[src/pkg_sata_xport.sv]
// Shared word formats and default sizes for the SATA transport buffers.
// Tags sit above the data in each word. Only full 32-bit words are carried,
// there is no byte mask.
package pkg_sata_xport;

    localparam int DWORD_W        = 32;  // one SATA dword
    localparam int DEF_FIFO_AW    = 9;   // 512-word FIFOs
    localparam int DEF_START_BITS = 6;   // start tx at 64 buffered words

    localparam int H2D_HEADROOM   = 8;   // host may send while this much is free
    localparam int D2H_HEADROOM   = 64;  // tell link busy below this much free
    localparam int MANY_LEVEL     = 8;   // d2h_many threshold

    // host -> device word tag
    typedef enum logic [1:0] {
        H2D_DATA = 2'd0,                 // FIS body
        H2D_HEAD = 2'd1,                 // first word of a FIS
        H2D_LAST = 2'd2                  // final word of a FIS
    } h2d_type_e;

    // device -> host word tag
    typedef enum logic [1:0] {
        D2H_DATA = 2'd0,                 // FIS body
        D2H_HEAD = 2'd1,                 // first received word
        D2H_OK   = 2'd2,                 // status, FIS received clean
        D2H_ERR  = 2'd3                  // status, FIS invalidated
    } d2h_type_e;

    // status words carry zero data, so the host
    // should look only at the kind for OK/ERR

    typedef struct packed {
        h2d_type_e            kind;      // 2 bits
        logic [DWORD_W-1:0]   data;      // payload dword
    } h2d_word_t;                        // 34 bits total

    typedef struct packed {
        d2h_type_e            kind;      // 2 bits
        logic [DWORD_W-1:0]   data;      // payload or zero on status
    } d2h_word_t;                        // 34 bits total

endpackage

[src/h2d_frame_gate.sv]
// Requests a link frame for a host FIS once it is fully buffered or enough
// words are waiting. START_BITS must not exceed FIFO_AW. A head word that
// arrives in the very cycle a request is issued is not tracked as pending.
`timescale 1ns/100ps

module h2d_frame_gate #(
    parameter int FIFO_AW    = pkg_sata_xport::DEF_FIFO_AW,
    parameter int START_BITS = pkg_sata_xport::DEF_START_BITS
)(
    input  logic                      clk,
    input  logic                      rst,
    input  logic                      wr,          // host word written this cycle
    input  pkg_sata_xport::h2d_type_e wr_kind,     // tag of that word
    input  logic [FIFO_AW:0]          fill,        // h2d words before this write
    input  logic                      frame_busy,  // link cannot take a request
    output logic                      frame_req    // one-cycle pulse to link
);

    logic pending;                 // head seen, no request yet
    logic head_wr;
    logic last_wr;
    logic enough;                  // fill >= 2**START_BITS
    logic req_next;

    assign head_wr = wr && (wr_kind == pkg_sata_xport::H2D_HEAD);
    assign last_wr = wr && (wr_kind == pkg_sata_xport::H2D_LAST);
    assign enough  = |fill[FIFO_AW:START_BITS];   // any bit at or above start level

    // whole FIS in, or enough to keep the link fed
    assign req_next = !frame_busy && pending && (last_wr || enough);

    always_ff @(posedge clk) begin
        if (rst) begin
            pending   <= 1'b0;
            frame_req <= 1'b0;
        end else begin
            frame_req <= req_next;
            if (req_next) begin
                pending <= 1'b0;   // clear as the request registers
            end else if (head_wr) begin
                pending <= 1'b1;
            end
        end
    end

    // pending drops with the request, so it can never repeat back to back
    a_req_single: assert property (
        @(posedge clk) disable iff (rst)
        frame_req |=> !frame_req
    ) else $error("h2d_frame_gate: frame_req high on two consecutive cycles");

endmodule

[config.mk]
export PLATFORM = sky130hd
export DESIGN_NAME = h2d_frame_gate
export DESIGN_NICKNAME = d
export VERILOG_FILES = /design/src/pkg_sata_xport.sv /design/src/h2d_frame_gate.sv
export SDC_FILE = /design/constraint.sdc
export NUM_CORES = 1
export LEC_CHECK = 0
export ABC_AREA = 1
export BUFFER_PORTS_ARGS = -buffer_cell sky130_fd_sc_hd__buf_2
export CAP_MARGIN = 20
export CELL_PAD_IN_SITES_DETAIL_PLACEMENT = 0
export CELL_PAD_IN_SITES_GLOBAL_PLACEMENT = 1
export CORE_AREA = 2 2 39 41
export CTS_BUF_LIST = sky130_fd_sc_hd__clkbuf_4 sky130_fd_sc_hd__clkbuf_8
export DETAILED_ROUTE_END_ITERATION = 12
export DIE_AREA = 0 0 41 43
export PLACE_DENSITY_LB_ADDON = 0.1
export SLEW_MARGIN = 20
export SYNTH_ARGS = -nofsm -noshare
export SYNTH_HDL_FRONTEND = slang
export SYNTH_SLANG_ARGS = --single-unit
[constraint.sdc]
create_clock -name clk -period 0.8 [get_ports clk]
set_input_delay 0.12 -clock clk [delete_from_list [all_inputs] [get_ports clk]]
set_output_delay 0.12 -clock clk [all_outputs]
set_load 0.03 [all_outputs]
## Word-level counts from Yosys, hierarchy flattened

Index checks and enable logic that the tools add are counted.

| operators by class | value |
|---|---|
| reduce and logical (&&, ||, !) cells | 8 |
| div/mod/pow operators | 0 |
| equal/unequal tests | 2 |
| add/subtract/negate cells | 0 |
| mux-type cells | 0 |
| multipliers | 0 |
| shift-type cells | 0 |
| $lt $le $gt $ge | 0 |
| bitwise operators | 0 |

Operators with widths:

| operator | count |
|---|---|
| $logic_and A1 B1 Y1 | 4 |
| $reduce_or A4 Y1 | 1 |
| $eq A2 B1 Y1 const B | 1 |
| $eq A2 B2 Y1 const B | 1 |
| $reduce_or A2 Y1 | 1 |
| $logic_not A1 Y1 | 1 |
| $logic_or A1 B1 Y1 | 1 |

| word-level totals | value |
|---|---|
| memory bits (writable) | 0 |
| bits in read-only memories | 0 |
| logic and storage cells | 12 |
| output and inout bits | 1 |
| memories | 0 |
| register bits | 2 |
| bits in latches | 0 |

## Longest topological paths before layout

| depth | value |
|---|---|
| word-level depth | 5 |
| mapped depth | 5 |
| mapped depth without buffers | 5 |

## Least setup slack after synthesis

No wires, ideal clock.

| path | value |
|---|---|
| kind | reg-to-reg |
| from | register pending |
| to | register pending |
| library setup time | 0.114 ns |
| buffers on the path | 0 |
| period minus slack after synthesis | 0.627 ns |
| cell stages (with the launch flop) | 5 |
| arrival | 0.513 ns |
| path slack | 0.173 ns |
| required time | 0.686 ns |
| path through | dfxtp_1 > inv_1 > nand2_1 > nand2_1 > a21oi_2 |

| between the ends | value |
|---|---|
| longest elaborated chain between the ends | 3 |

Ends and longest elaborated chain:

| what | line | source |
|---|---|---|
| from (decl) | h2d_frame_gate.sv:19 | `logic pending;` |
| from (signal assigned) | h2d_frame_gate.sv:34 | `pending <= 1'b0;` |
| from (signal assigned) | h2d_frame_gate.sv:39 | `pending <= 1'b0;` |
| from (signal assigned) | h2d_frame_gate.sv:41 | `pending <= 1'b1;` |
| $logic_and A1 B1 Y1 (2 in series) | h2d_frame_gate.sv:30 | `assign req_next = !frame_busy && pending && (last_wr \|\| enough);` |
| $reduce_or A2 Y1 (no source line) | n/a |  |

Every way passes these cells.
A chain may end at the register's enable or synchronous reset.

## Final worst setup path

| path | value |
|---|---|
| from | register frame_req |
| to | output frame_req |

RTL lines:

| what | line | source |
|---|---|---|
| from (decl) | h2d_frame_gate.sv:16 | `output logic frame_req` |
| from (signal assigned) | h2d_frame_gate.sv:37 | `frame_req <= req_next;` |

No word-level cell between the ends.

==> run metrics <==
status=finished clean; dpl cells=43; Worst-path clk slew=0.03 ns; FF+latch area=41.3 µm²; Finished Layout Cells=46; # IOs=17; R2R Path End=frame_req$_SDFF_PP0_; share of cells above drive strength 1=63.3%; FF-to-FF Start=pending$_SDFFE_PP0P_; Initial Utilization=9.04%; via count=141; Die Span X=41 µm; first-pass iteration count of the detailed router=4; FILL cells=167; DR WL/cell=6.76 µm; max_cap viols=0; Util after Layout=16.3%; Hold-fix buffers, CTS=0; r2r setup slk=0.12 ns; hold path endpoint=frame_req$_SDFF_PP0_; Pwr Density=1700 nW/µm²; Congestion Overflow GR=0; ANT nets after route=0; Avg Cell Area, Syn=7.36 µm²; Port Buffers=10; core area=1380 µm²; first-pass GRT wire length=531 µm; NumNets Final=48; CP startpoint kind=register; Crit Path Class=reg -> out; Die Y=43 µm; worst path cell trace=buf_6; Post-CTS Setup Bufs=0; Hold/Removal Path Class=in -> reg; drt via density=3.07; VDD IR max=371 µV; top cells by area, synth=dfxtp_1 32%, nand3_2 16%, inv_1 12%; endpoint class of the critical path=primary output; slowest stage cell, crit path=dfxtp_2; initial DRC count=5; Bufs and invs on worst path=1; latest clock arrival within the worst-skew pair=0.22 ns; Fmax=1300 MHz; period utilization=95.8%; Worst Path Required=0.68 ns; worst-case clock buffer depth=2; cell accounting for the most synthesized area=dfxtp_1; Top delay family on crit path=flip-flops; synthesized area=125 µm²; synth unique cells=9; vias in the first global route=147; Multi-input gate area=70.1 µm²; FF+latch count, synth=2; CP arrival=0.65 ns; share of the synthesized area in the top cell type=32.0%; synthesis warning total=0; final hold viol count=0; most frequent cells in the layout=9 x buf_2, 4 x inv_1, 3 x nand2_1, 3 x clkbuf_4; Net Count, Synth=33; P&R area growth vs syn=80.0%; DRC Markers=0; Hold Crit Start=rst; final worst path period need=0.767 ns; CTS Sinks=2; Die ar.=1760 µm²; row count=14; Slew headroom=91.4%; n_diodes=0; Crit path largest cell delay=0.30 ns; H-tree Lvls=1; initial antenna violation count=0; Critical Path Fanout Max=1; TritonCTS Buffers=3; GPL Wtd Cong=0.548; WHS Path Cells=2; setup violators final=0; Total GRT Usage=4.80%; largest net degree at the start of global routing=3; Worst-Margin Slew=0.129 ns; worst-case reg-to-reg path depth=4; unrepaired setup endpoints after global routing=yes; cells after synthesis=17; Final Max Slew Viols=0; Leakage=0.112 nW; Total Wirelength=311 µm; Seq/Total Area, Yosys=32.0%; Final Skew=0.00639 ns; CTS tree=done; most common cell after layout, fill and taps aside=buf_2; clk root buf=clkbuf_4
cell families (layout without fill, tap and decap cells):
logic type,Yosys count,count (layout),share of synthesized area [%]
and+or+nand+nor,10,10,49.0
buffers and inverters,4,17,12.0
DFF,2,2,32.0
AOI/OAI and AO/OA,1,1,7.00
layout make-up:
| class | count | area share (%) |
|---|---|---|
| flip-flops and latches | 2 | 18.3 |
| inverters | 4 | 6.67 |
| multi-input cells | 11 | 31.1 |
| clock buffers | 3 | 10.0 |
| well taps | 16 | 8.89 |
| repair buffers | 10 | 25.0 |
timing repair:
item	in CTS	in global routing
gates resized for setup	1	2
endpoints found under the setup margin	1	1
gates cloned	0	0
worst reg2reg max path, cell delays in order (launching register included):
cell and delay, ns:
dfxtp_1 0.31, inv_1 0.07, nor2_4 0.09, nand2_1 0.07
nor2_2 0.07
cell usage after synthesis (all sizes together):
| cell type | n |
|---|---|
| inv | 4 |
| nand3 | 3 |
| nor2 | 4 |
| dfxtp | 2 |
| a21oi | 1 |
| nand2 | 3 |
registers in the layout, summed over array words and instances, names as in the netlist:
| name | flops |
|---|---|
| pending | 1 |
| frame_req | 1 |
report_power, final:
part           switching [mW]  internal [mW]
clock network          0.0577          0.166
logic                  0.0268         0.0266
registers             0.00127          0.104
total                  0.0858          0.297
per-stage QoR:
step | power, mW | hold WS, ns | worst slack, ns | area, µm² | setup TNS [ns]
2_1_floorplan | 0.130 | 0.187 | 0.173 | 125 | 0
3_3_place_gp | 0.159 | 0.307 | 0.118 | 195 | 0
3_5_place_dp | 0.159 | 0.312 | 0.108 | 195 | 0
4_1_cts | 0.398 | 0.0756 | 0.00228 | 220 | 0
5_1_grt | 0.428 | 0.0725 | -0.00512 | 225 | -0.00512
6_report | 0.383 | 0.0771 | 0.0332 | 225 | 0
per-layer routing:
| layer | vias up | routed length [µm] | share of wire (%) | track usage [%] |
|---|---|---|---|---|
| met5 | - | 0 | 0 | 0 |
| met1 | 57 | 130 | 42 | 5.10 |
| met2 | 6 | 148 | 48 | 6.25 |
| met4 | 0 | 0 | 0 | 4.00 |
| met3 | 0 | 31 | 10 | 3.14 |
| li1 | 78 | - | - | - |
worst max path at each step:
stage | depth (start not counted) | start | end
after detailed placement | 5 | fill[7] | frame_req$_SDFF_PP0_
after global placement | 5 | fill[6] | frame_req$_SDFF_PP0_
final | 1 | frame_req$_SDFF_PP0_ | frame_req
after floorplan | 4 | pending$_SDFFE_PP0P_ | pending$_SDFFE_PP0P_
after global routing | 1 | frame_req$_SDFF_PP0_ | frame_req
after CTS | 1 | frame_req$_SDFF_PP0_ | frame_req
(Power assumes the default switching activity.)
