**src/pkg_sata_xport.sv**
```systemverilog
// Shared word formats and default sizes for the SATA transport buffers.
// Tags sit above the data in each word. Only full 32-bit words are carried,
// there is no byte mask.
package pkg_sata_xport;

    localparam int DWORD_W        = 32;  // one SATA dword
    localparam int DEF_FIFO_AW    = 9;   // 512-word FIFOs
    localparam int DEF_START_BITS = 6;   // start tx at 64 buffered words

    localparam int H2D_HEADROOM   = 8;   // host may send while this much is free
    localparam int D2H_HEADROOM   = 64;  // tell link busy below this much free
    localparam int MANY_LEVEL     = 8;   // d2h_many threshold

    // host -> device word tag
    typedef enum logic [1:0] {
        H2D_DATA = 2'd0,                 // FIS body
        H2D_HEAD = 2'd1,                 // first word of a FIS
        H2D_LAST = 2'd2                  // final word of a FIS
    } h2d_type_e;

    // device -> host word tag
    typedef enum logic [1:0] {
        D2H_DATA = 2'd0,                 // FIS body
        D2H_HEAD = 2'd1,                 // first received word
        D2H_OK   = 2'd2,                 // status, FIS received clean
        D2H_ERR  = 2'd3                  // status, FIS invalidated
    } d2h_type_e;

    // status words carry zero data, so the host
    // should look only at the kind for OK/ERR

    typedef struct packed {
        h2d_type_e            kind;      // 2 bits
        logic [DWORD_W-1:0]   data;      // payload dword
    } h2d_word_t;                        // 34 bits total

    typedef struct packed {
        d2h_type_e            kind;      // 2 bits
        logic [DWORD_W-1:0]   data;      // payload or zero on status
    } d2h_word_t;                        // 34 bits total

endpackage

```
**src/d2h_fis_tagger.sv**
```systemverilog
// Tags words from the link as head or body and appends one status word
// (OK or ERR, zero data) one cycle after a received FIS ends.
// The link must not deliver a data word in the cycle the status word is pushed.
`timescale 1ns/100ps

module d2h_fis_tagger (
    input  logic                                     clk,
    input  logic                                     rst,
    input  logic                                     rx_valid,         // data word from link
    input  logic [pkg_sata_xport::DWORD_W-1:0]       rx_data,
    input  logic                                     incom_start,      // FIS begins
    input  logic                                     incom_done,       // FIS ended clean
    input  logic                                     incom_invalidate, // FIS ended bad
    output logic                                     push,             // write to d2h FIFO
    output pkg_sata_xport::d2h_word_t                push_word
);

    pkg_sata_xport::d2h_type_e tag;     // tag for the next word
    logic                      fis_end;
    logic                      status_push;  // delayed end-of-FIS write

    assign fis_end = incom_done || incom_invalidate;

    always_ff @(posedge clk) begin
        if (rst) begin
            tag         <= pkg_sata_xport::D2H_HEAD;
            status_push <= 1'b0;
        end else begin
            if (incom_start) begin
                tag <= pkg_sata_xport::D2H_HEAD;
            end else if (rx_valid) begin
                tag <= pkg_sata_xport::D2H_DATA;          // body from now on
            end else if (fis_end) begin
                tag <= incom_invalidate ? pkg_sata_xport::D2H_ERR
                                        : pkg_sata_xport::D2H_OK;
            end
            // only after data, so a second done cannot append again
            status_push <= fis_end && (tag == pkg_sata_xport::D2H_DATA);
        end
    end

    // tag already holds OK/ERR when the status word goes out
    always_comb begin
        push           = rx_valid || status_push;
        push_word.kind = tag;
        push_word.data = status_push ? '0 : rx_data;
    end

    // end of FIS is its own cycle, never carries a word
    a_end_no_data: assert property (
        @(posedge clk) disable iff (rst)
        !(fis_end && rx_valid)
    ) else $error("d2h_fis_tagger: incom_done/invalidate together with rx_valid");

    // status word must not collide with a new data word
    a_status_alone: assert property (
        @(posedge clk) disable iff (rst)
        status_push |-> !rx_valid
    ) else $error("d2h_fis_tagger: rx_valid in status push cycle, word dropped");

endmodule

```
**config.mk**
```make
export PLATFORM = sky130hd
export DESIGN_NAME = d2h_fis_tagger
export DESIGN_NICKNAME = d
export VERILOG_FILES = /design/src/pkg_sata_xport.sv /design/src/d2h_fis_tagger.sv
export SDC_FILE = /design/constraint.sdc
export NUM_CORES = 1
export LEC_CHECK = 0
export BUFFER_PORTS_ARGS = -buffer_cell sky130_fd_sc_hd__buf_2
export CORE_MARGIN = 3
export CORE_UTILIZATION = 24
export CTS_CLUSTER_SIZE = 25
export DETAILED_ROUTE_END_ITERATION = 10
export PLACE_DENSITY = 0.79
export SLEW_MARGIN = 20
export SYNTH_ARGS = -nofsm -noshare
export SYNTH_HDL_FRONTEND = slang
export SYNTH_SLANG_ARGS = --single-unit
export TNS_END_PERCENT = 100
```
**constraint.sdc**
```tcl
create_clock -name clk -period 1.35 [get_ports clk]
set_clock_uncertainty 0.2 [all_clocks]
set_input_delay 0.135 -clock clk [delete_from_list [all_inputs] [get_ports clk]]
set_output_delay 0.135 -clock clk [all_outputs]
set_load 0.005 [all_outputs]
```
After elaboration in Yosys (flattened, before gate mapping)
Index checks and enable logic that the tools add are counted.
{"block": "totals", "register_bits": 3, "output_inout_bits": 35, "input_bits": 38, "word_cells": 14}
{"block": "classes", "mux": 4, "reduce_logical": 7}
{"op": "$mux W32", "n": 1}
{"op": "$mux W1", "n": 3}
{"op": "$reduce_or A3 Y1", "n": 1}
{"op": "$logic_not A2 Y1", "n": 1}
{"op": "$logic_or A1 B1 Y1", "n": 2}
{"op": "$reduce_bool A2 Y1", "n": 1}
{"op": "$reduce_or A2 Y1", "n": 1}
{"op": "$logic_and A1 B1 Y1", "n": 1}

Logic depth before layout (Yosys ltp)
Gate-level depths: netlist of the first run.
{"block": "logic_depth", "depth_word": 3, "mapped_depth": 2, "mapped_depth_nobuf": 2}

Worst setup path before layout of the first run
OpenSTA, ideal clock, no wires.
{"block": "synth_path", "path_kind": "register -> register", "startpoint": "register, netlist name tag[0]", "endpoint": "register tag[0]", "setup_time_ns": 0.134, "t_required_ns": 1.016, "arrival_ns": 0.870, "slack_ns": 0.146, "n_path_buf": 0, "stages_incl_launch_ff": 3, "synth_period_minus_slack_ns": 1.204, "cell_sequence": "dfxtp_1 nor3b_1 or4_1"}
{"item": "to (signal assigned)", "line": "d2h_fis_tagger.sv:26", "rtl": "tag <= pkg_sata_xport::D2H_HEAD;"}
{"item": "to (signal assigned)", "line": "d2h_fis_tagger.sv:30", "rtl": "tag <= pkg_sata_xport::D2H_HEAD;"}
{"item": "to (signal assigned)", "line": "d2h_fis_tagger.sv:32", "rtl": "tag <= pkg_sata_xport::D2H_DATA;"}
{"item": "to (decl)", "line": "d2h_fis_tagger.sv:18", "rtl": "pkg_sata_xport::d2h_type_e tag;"}

Worst setup path in the final report of the first run
{"block": "layout_path", "startpoint": "input port rst", "endpoint": "register tag[0]"}
{"block": "layout_via", "elab_chain_cells": 1}
{"item": "from (decl)", "line": "d2h_fis_tagger.sv:8", "rtl": "input logic rst,"}
{"item": "$reduce_or A2 Y1 (no line)"}
No other way between the ends.
A chain may end at the register's enable or synchronous reset.

==> flow_summary.toml, run 1 <==
[setup_path]
ff2ff_path_depth = 2
worst-r2r-setup-slack_ns = 0.10
cp-end-kind = "flip-flop"
cp-start-kind = "input pin"
required_ns = 1.25
r2r_start = "tag[0]"
worstReg2RegEnd = "tag[0]"
arrival_ns = 1.33
path_max_fanout = 3
timing_worst_setup_path_type = "in2reg"

[die]
dieHeight_um = 44.68
rows = 13
start_util = 0.2660
die-area_um2 = 1996
core_um2 = 1350
die_w_um = 44.68
io_pins = 73

[synthesis]
ys_types = 11
synth_mux_area_frac = 0
syn_avg_cell_area_um2 = 7.806
syn_area_um2 = 359.1
ys_seq_area_frac = 0.1672
synth-xor-area-share = 0
synthSimpleGateAreaFrac = 0.8014
synth_compound_area_frac = 0
synth_fa_ha_area_frac = 0
yosysWarnings = 0
synth-seq-cells = 3
syn_nets = 84
syn-instance-count = 46
synth_top_family_by_area = "simple AND/OR/NAND/NOR gates"

[timing]
relSlewSlack = 0.8510
holdWs_ns = -0.01481
period_minus_slack_ns = 1.431
finalSetupTns_ns = -0.8843
post-route-period-util = 1.060
fin_ws_ns = -0.08127
finalMaxSlewViolations = 0
fmaxAchievable_mhz = 698.7
rsz0062_at_grt = "true"
worst_pin_slew_ns = 0.2215
hold_viol = 1
setup_violations = 18

[clock_network]
cts_tree = "done"
cts.clk_slew.worst_paths_ns = 0.04
cts_buffers = 3
postCtsSetupBuffers = 0
clock_sinks = 3
clockBufferDepth = 2
insertion_delay_ns = 0.23
htreeDepth = 1
cts-root-buf = "clkbuf_4"

[global_route]
grt_overflow = 0
antenna_found_initial = 0
grt_pass1_wl_mm = 2.028
grt_max_degree = 17
grtUsageTotal = 0.1427
grt_pass1_vias = 514

[hold_path]
min_path_type = "in2reg"
min_to = "status_push"
hold_path_startpoint = "incom_done"
whs_path_depth = 3

[run_status]
status = "finished, violations left"
violations = "hold timing, setup timing"

[power]
power_w = 0.0004741
power_leakage_nw = 0.5031
ir_worst_vdd_uv = 481.6
cellPowerDensity_nw_per_um2 = 533.0

[layout]
nFillCells = 109
syn_to_final_growth_pct = 147.7
fin_cells = 139
drive_above_1_share = 0.7742
diodes = 0
postLayoutCoreUtil = 0.6589
final_nets = 163
design_area_um2 = 889.6

[detailed_routing]
wl_per_cell_um = 10.94
drc_errors = 0
dr.pass1.iters = 4
vias_per_cell = 4.273
drt_wl_total_mm = 1.521
vias = 594
ant_nets = 0
drtIter0Drc = 3

[placed_design]
place_area_um2 = 747.0
dpl.hpwl_mm = 1.224
port_buffers = 72
dpl.cell_count = 131
gp_congestion = 0.5887

[job]
cap_violations = 0
## worst max-delay path: stages
cell and delay [ns]:
buf_2 0.09, dlygate4sd3_1 0.58, or4_1 0.52
## cell usage in the layout, fill, tap and decap left out
| master | n |
|---|---|
| nor2b_1 | 13 |
| or2_2 | 1 |
| clkbuf_4 | 3 |
| nor3_1 | 1 |
| dfxtp_1 | 2 |
| buf_6 | 6 |
| dlygate4sd3_1 | 3 |
| nor2b_4 | 2 |
| nor3b_1 | 1 |
| and2b_1 | 3 |
| nor2_1 | 1 |
| buf_16 | 1 |
| nor2b_2 | 1 |
| dfxtp_4 | 1 |
| and2b_2 | 14 |
| or4_1 | 1 |
| clkbuf_1 | 1 |
| buf_2 | 66 |
| buf_12 | 1 |
| nor4_1 | 2 |
## flip-flops by register name (all words and copies together) (netlist names)
name         cells
tag              2
status_push      1
## Yosys cell counts
master,n,area share
nor3b_1,1,0.021
dfxtp_1,3,0.17
and2b_2,14,0.34
and2b_1,3,0.063
nor3_1,1,0.014
or4_1,1,0.021
clkbuf_1,3,0.031
or2_2,1,0.017
nor2_1,1,0.010
nor2b_1,16,0.28
nor4_1,2,0.035
## layout make-up
type | instances | area (um2) | share of cell area
tap | 15 | 18.77 | 0.02110
multi-input combinational | 40 | 305.3 | 0.3432
timing repair buffer | 77 | 475.5 | 0.5345
clock buffer | 4 | 26.28 | 0.02954
sequential | 3 | 63.81 | 0.07173
## routing by layer
metal  global-route usage  share of wire  routed length, um  vias to the layer above
met3              0.05285           0.13                193                        0
met1              0.09856           0.29                448                      256
met4              0.09036              0                  0                        0
met5                    0              0                  0                        -
li1                     -              -                  -                      298
met2               0.2980           0.58                879                       40
## where the power goes
group / leakage, nW / internal [W] / total [W] / switching (W)
Clock: 0.0150 / 0.000111 / 0.000159 / 0.0000477
Combinational: 0.463 / 0.000148 / 0.000220 / 0.0000719
Sequential: 0.0253 / 0.0000915 / 0.0000953 / 0.00000378
Total: 0.503 / 0.000351 / 0.000474 / 0.000123
## per-stage QoR
| stage | hold slack [ns] | setup slack [ns] |
|---|---|---|
| 3_3_place_gp | 0.1141 | 0.1515 |
| 2_1_floorplan | 0.01138 | 0.1458 |
| 6_report | -0.01481 | -0.08127 |
| 4_1_cts | -0.1179 | -0.07551 |
| 3_5_place_dp | 0.1260 | 0.09034 |
| 5_1_grt | 0.02001 | -0.1156 |
## what timing repair did
action / in CTS / in global routing
hold buffers: 1 / 3
hold endpoints to repair: 3 / 3
resized for setup: 5 / 7
pin swaps: 0 / 1
cloned: 1 / 0
endpoints found under the setup margin: 17 / 24
## worst max-delay path by stage
stage / start / slack, ns / cells past startpoint / to
after global routing: status_push / -0.12 / 3 / push_word[4]
after global placement: tag[0] / 0.15 / 2 / tag[0]
after detailed placement: tag[0] / 0.09 / 2 / tag[0]
after floorplan: tag[0] / 0.15 / 2 / tag[0]
after CTS: status_push / -0.08 / 3 / push_word[5]
final: rst / -0.08 / 3 / tag[0]
## kinds of logic (layout without fill, tap and decap cells)
| family | after synthesis | count (layout) |
|---|---|---|
| buf+inv | 3 | 81 |
| flops | 3 | 3 |
| simple gates | 40 | 40 |
No activity file was read; power rests on OpenSTA's default activity.
==> run 2, diff against run 1 <==
--- a/config.mk
+++ b/config.mk
@@ -5,7 +5,7 @@
 export SDC_FILE = /design/constraint.sdc
 export NUM_CORES = 1
 export LEC_CHECK = 0
-export BUFFER_PORTS_ARGS = -buffer_cell sky130_fd_sc_hd__buf_2
+export BUFFER_PORTS_ARGS = -buffer_cell sky130_fd_sc_hd__clkbuf_2
 export CORE_MARGIN = 3
 export CORE_UTILIZATION = 24
 export CTS_CLUSTER_SIZE = 25
==> flow_summary.toml, run 2 (synthesis gave the netlist of run 1 again) <==
[timing]
post-route-period-util = 1.060
fin_ws_ns = -0.08110
hold_viol = 0
rsz0062_at_grt = "true"
worst_pin_slew_ns = 0.2038
finalMaxSlewViolations = 0
setup_violations = 18
fmaxAchievable_mhz = 698.8
period_minus_slack_ns = 1.431
relSlewSlack = 0.8629
holdWs_ns = 0.03393

[clock_network]
cts_tree = "done"
clock_sinks = 3
clockBufferDepth = 2
cts_buffers = 3
cts-root-buf = "clkbuf_4"
htreeDepth = 1
insertion_delay_ns = 0.24
cts.clk_slew.worst_paths_ns = 0.04

[run_status]
violations = "setup timing"
status = "finished, violations left"

[global_route]
grt_overflow = 0
grt_max_degree = 17
grtUsageTotal = 0.1649
antenna_found_initial = 0
grt_pass1_wl_mm = 2.359
grt_pass1_vias = 590

[detailed_routing]
wl_per_cell_um = 11.82
dr.pass1.iters = 2
vias_per_cell = 4.312
drtIter0Drc = 1
drc_errors = 0
ant_nets = 0
drt_wl_total_mm = 1.666
vias = 608

[power]
cellPowerDensity_nw_per_um2 = 536.9
power_leakage_nw = 0.5194
ir_worst_vdd_uv = 507.1

[placed_design]
gp_congestion = 0.6191
dp_slack_ns = 0.1088
dpl.hpwl_mm = 1.282
port_buffers = 72

[die]
die_w_um = 44.68
die-area_um2 = 1996
rows = 13
io_pins = 73
dieHeight_um = 44.68
start_util = 0.2660
core_um2 = 1350

[layout]
syn_to_final_growth_pct = 146.3
mostFrequentLayoutCells = "clkbuf_2 (63), and2b_2 (14), nor2b_1 (10), buf_2 (9), dlygate4sd3_1 (5)"
largest_reg_flops = 2
final_nets = 165
final_common_cell = "clkbuf_2"
drive_above_1_share = 0.7857
reg.largest.list = "tag: 2 flops, status_push: 1 flops"
regMostFlops = "tag"
diodes = 0

[job]
cap_violations = 0

[setup_path]
required_ns = 1.26
path_max_fanout = 3
cp-start-kind = "input pin"
timing_worst_setup_path_type = "in2reg"
cp-end-kind = "flip-flop"
arrival_ns = 1.34

[hold_path]
min_path_type = "in2reg"
==> run 2: cell types whose count changed in the layout (fill, tap and decap cells not counted), sizes merged <==
cell	change
buf	-63
clkbuf	+63
dlygate4sd3	+2
==> run 2: timing repair <==
item                                    4_1_cts  5_1_grt
hold endpoints to repair                      3        3
gates resized for setup                       3       16
gates cloned                                  1        0
setup buffers                                 0        0
hold buffers                                  5        2
endpoints found under the setup margin       17       31
==> run 2: stage by stage <==
stage	power, W	instance area (um2)	instances	TNS (ns)	utilization
2_1_floorplan	0.0001691	359.1	46	0	-
3_3_place_gp	0.0002856	747.0	131	0	0.5533
3_5_place_dp	0.0002909	747.0	131	0	0.5533
4_1_cts	0.0004723	854.6	141	-0.9140	0.6330
5_1_grt	0.0005137	884.6	141	-1.687	0.6552
6_report	0.0004749	884.6	141	-0.7092	0.6552
==> run 2: final timing paths <==
check / slack, ns / start / endpoint / cells after the start
max: -0.08 / rst / tag[0] / 3
min: 0.03 / incom_done / tag[1] / 3
max reg2reg: 0.09 / tag[0] / tag[0] / 2
min reg2reg: 0.26 / tag[0] / status_push / 1
==> run 2: power breakdown <==
group	switching, W	internal (W)	total (W)	leakage, nW
Clock	0.0000520	0.000111	0.000163	0.0150
Combinational	0.0000738	0.000142	0.000216	0.479
Sequential	0.00000433	0.0000915	0.0000958	0.0253
==> run 2: final cells by class <==
| type | count | area, um2 |
|---|---|---|
| timing repair buffer | 79 | 457.9 |
| clock buffer | 4 | 26.28 |
| fill | 136 | 465.4 |
| sequential | 3 | 63.81 |
| tap | 15 | 18.77 |
| multi-input combinational | 40 | 317.8 |
==> run 2: metal layers <==
layer / vias to the layer above / wire length [um] / track usage
li1: 305 / - / -
met1: 261 / 444 / 0.1223
met2: 38 / 1005 / 0.3438
met3: 4 / 186 / 0.04065
met4: 0 / 29 / 0.1145
met5: - / 0 / 0
==> run 2: critical path, cell delays in order <==
cell,delay [ns]
clkbuf_2,0.08
dlygate4sd3_1,0.59
or4_1,0.53
==> run 3, diff against run 2 <==
--- a/config.mk
+++ b/config.mk
@@ -15,4 +15,4 @@
 export SYNTH_ARGS = -nofsm -noshare
 export SYNTH_HDL_FRONTEND = slang
 export SYNTH_SLANG_ARGS = --single-unit
-export TNS_END_PERCENT = 100
+export TNS_END_PERCENT = 50
==> flow_summary.toml, run 3 (synthesis gave the netlist of run 1 again) <==
[clock_network]
cts_tree = "done"
clock_sinks = 3
cts_buffers = 3
cts.clk_slew.worst_paths_ns = 0.04
clockBufferDepth = 2
postCtsSetupBuffers = 0
htreeDepth = 1
insertion_delay_ns = 0.24
cts-root-buf = "clkbuf_4"

[timing]
relSlewSlack = 0.8630
setup_violations = 18
period_minus_slack_ns = 1.424
worst_pin_slew_ns = 0.2036
fmaxAchievable_mhz = 702.5
finalMaxSlewViolations = 0
hold_viol = 0
post-route-period-util = 1.054
fin_ws_ns = -0.07350
rsz0062_at_grt = "true"

[die]
dieHeight_um = 44.68
die-area_um2 = 1996
io_pins = 73
start_util = 0.2660
core_um2 = 1350
rows = 13
die_w_um = 44.68

[setup_path]
timing_worst_setup_path_type = "in2reg"
slowest_stage = "dlygate4sd3_1"
arrival_ns = 1.33
cp_top_family = "buffers and inverters"
critPathBufInv = 2
max_stage_delay_ns = 0.59
required_ns = 1.26
cp-end-kind = "flip-flop"
cp-start-kind = "input pin"
path_cells = "clkbuf_2, dlygate4sd3_1, or4_1"
path_max_fanout = 3

[detailed_routing]
ant_nets = 0
wl_per_cell_um = 11.77
drc_errors = 0
drtIter0Drc = 2
vias = 616
drt_wl_total_mm = 1.660
dr.pass1.iters = 2
vias_per_cell = 4.369

[layout]
postLayoutCoreUtil = 0.6404
fin_cells = 141
regMostFlops = "tag"
drive_above_1_share = 0.7698
mostFrequentLayoutCells = "clkbuf_2 (65), and2b_2 (14), nor2b_1 (12), buf_2 (7), dlygate4sd3_1 (5)"
reg.largest.list = "tag: 2 flops, status_push: 1 flops"
nFillCells = 141
syn_to_final_growth_pct = 140.8
design_area_um2 = 864.6
final_nets = 165
largest_reg_flops = 2
diodes = 0
final_common_cell = "clkbuf_2"

[global_route]
grt_overflow = 0
grt_max_degree = 17
grt_pass1_vias = 588
antenna_found_initial = 0
grtUsageTotal = 0.1649
grt_pass1_wl_mm = 2.366

[placed_design]
gp_congestion = 0.6191
dpl.cell_count = 131
place_area_um2 = 747.0
dpl.hpwl_mm = 1.282
port_buffers = 72

[power]
power_leakage_nw = 0.5039
cellPowerDensity_nw_per_um2 = 541.4
ir_worst_vdd_uv = 502.9

[job]
cap_violations = 0

[hold_path]
min_path_type = "in2reg"

[run_status]
status = "finished, violations left"
violations = "setup timing"
-- run 3: cell count changes in the layout (fill, tap and decap cells not counted), sizes merged --
cell,change
clkbuf,+2
buf,-2
-- run 3: routing by layer --
layer,GRT usage,vias to the layer above,wire length (um)
met2,0.3410,38,1007
li1,-,306,-
met3,0.04065,4,184
met4,0.1145,0,29
met5,0,-,0
met1,0.1247,268,437
-- run 3: stage by stage --
| step | worst slack [ns] | power (W) | hold WS, ns | setup TNS [ns] |
|---|---|---|---|---|
| 2_1_floorplan | 0.1458 | 0.0001691 | 0.01138 | 0 |
| 3_3_place_gp | 0.1493 | 0.0002856 | 0.1159 | 0 |
| 3_5_place_dp | 0.1088 | 0.0002909 | 0.1191 | 0 |
| 4_1_cts | -0.06802 | 0.0004723 | 0.01912 | -0.9140 |
| 5_1_grt | -0.1048 | 0.0005074 | 0.04721 | -1.685 |
| 6_report | -0.07350 | 0.0004681 | 0.03502 | -0.7258 |
-- run 3: final cells by class --
cell class                      count  area (um2)  share of cell area
Clock buffer                        4       26.28             0.03039
Timing Repair Buffer               79       457.9              0.5297
Tap cell                           15       18.77             0.02171
Sequential cell                     3       63.81             0.07381
Multi-Input combinational cell     40       297.8              0.3444
-- run 3: path summary, 6_finish.rpt --
kind | startpoint | endpoint | slack [ns] | cells past startpoint
min reg2reg | tag[0] | status_push | 0.26 | 1
max | rst | tag[0] | -0.07 | 3
max reg2reg | tag[0] | tag[0] | 0.10 | 2
min | incom_done | tag[1] | 0.04 | 3
-- run 3: worst min-delay path: cells and delay by family --
kind / cells / cell delay [ns]
AND/OR/NAND/NOR: 2 / 0.19
buffers and inverters: 1 / 0.10
-- run 3: timing repair --
action | 4_1_cts | 5_1_grt
hold buffers | 5 | 2
resized for setup | 3 | 11
pin swaps | 0 | 0
endpoints found under the setup margin | 17 | 31
gates cloned | 1 | 0
endpoints found under the hold margin | 3 | 3
-- run 3: where the power goes --
part	total (W)	switching [W]	leakage, nW	internal, W
sequential	0.0000957	0.00000428	0.0253	0.0000915
clock	0.000162	0.0000512	0.0150	0.000111
combinational	0.000210	0.0000725	0.464	0.000138
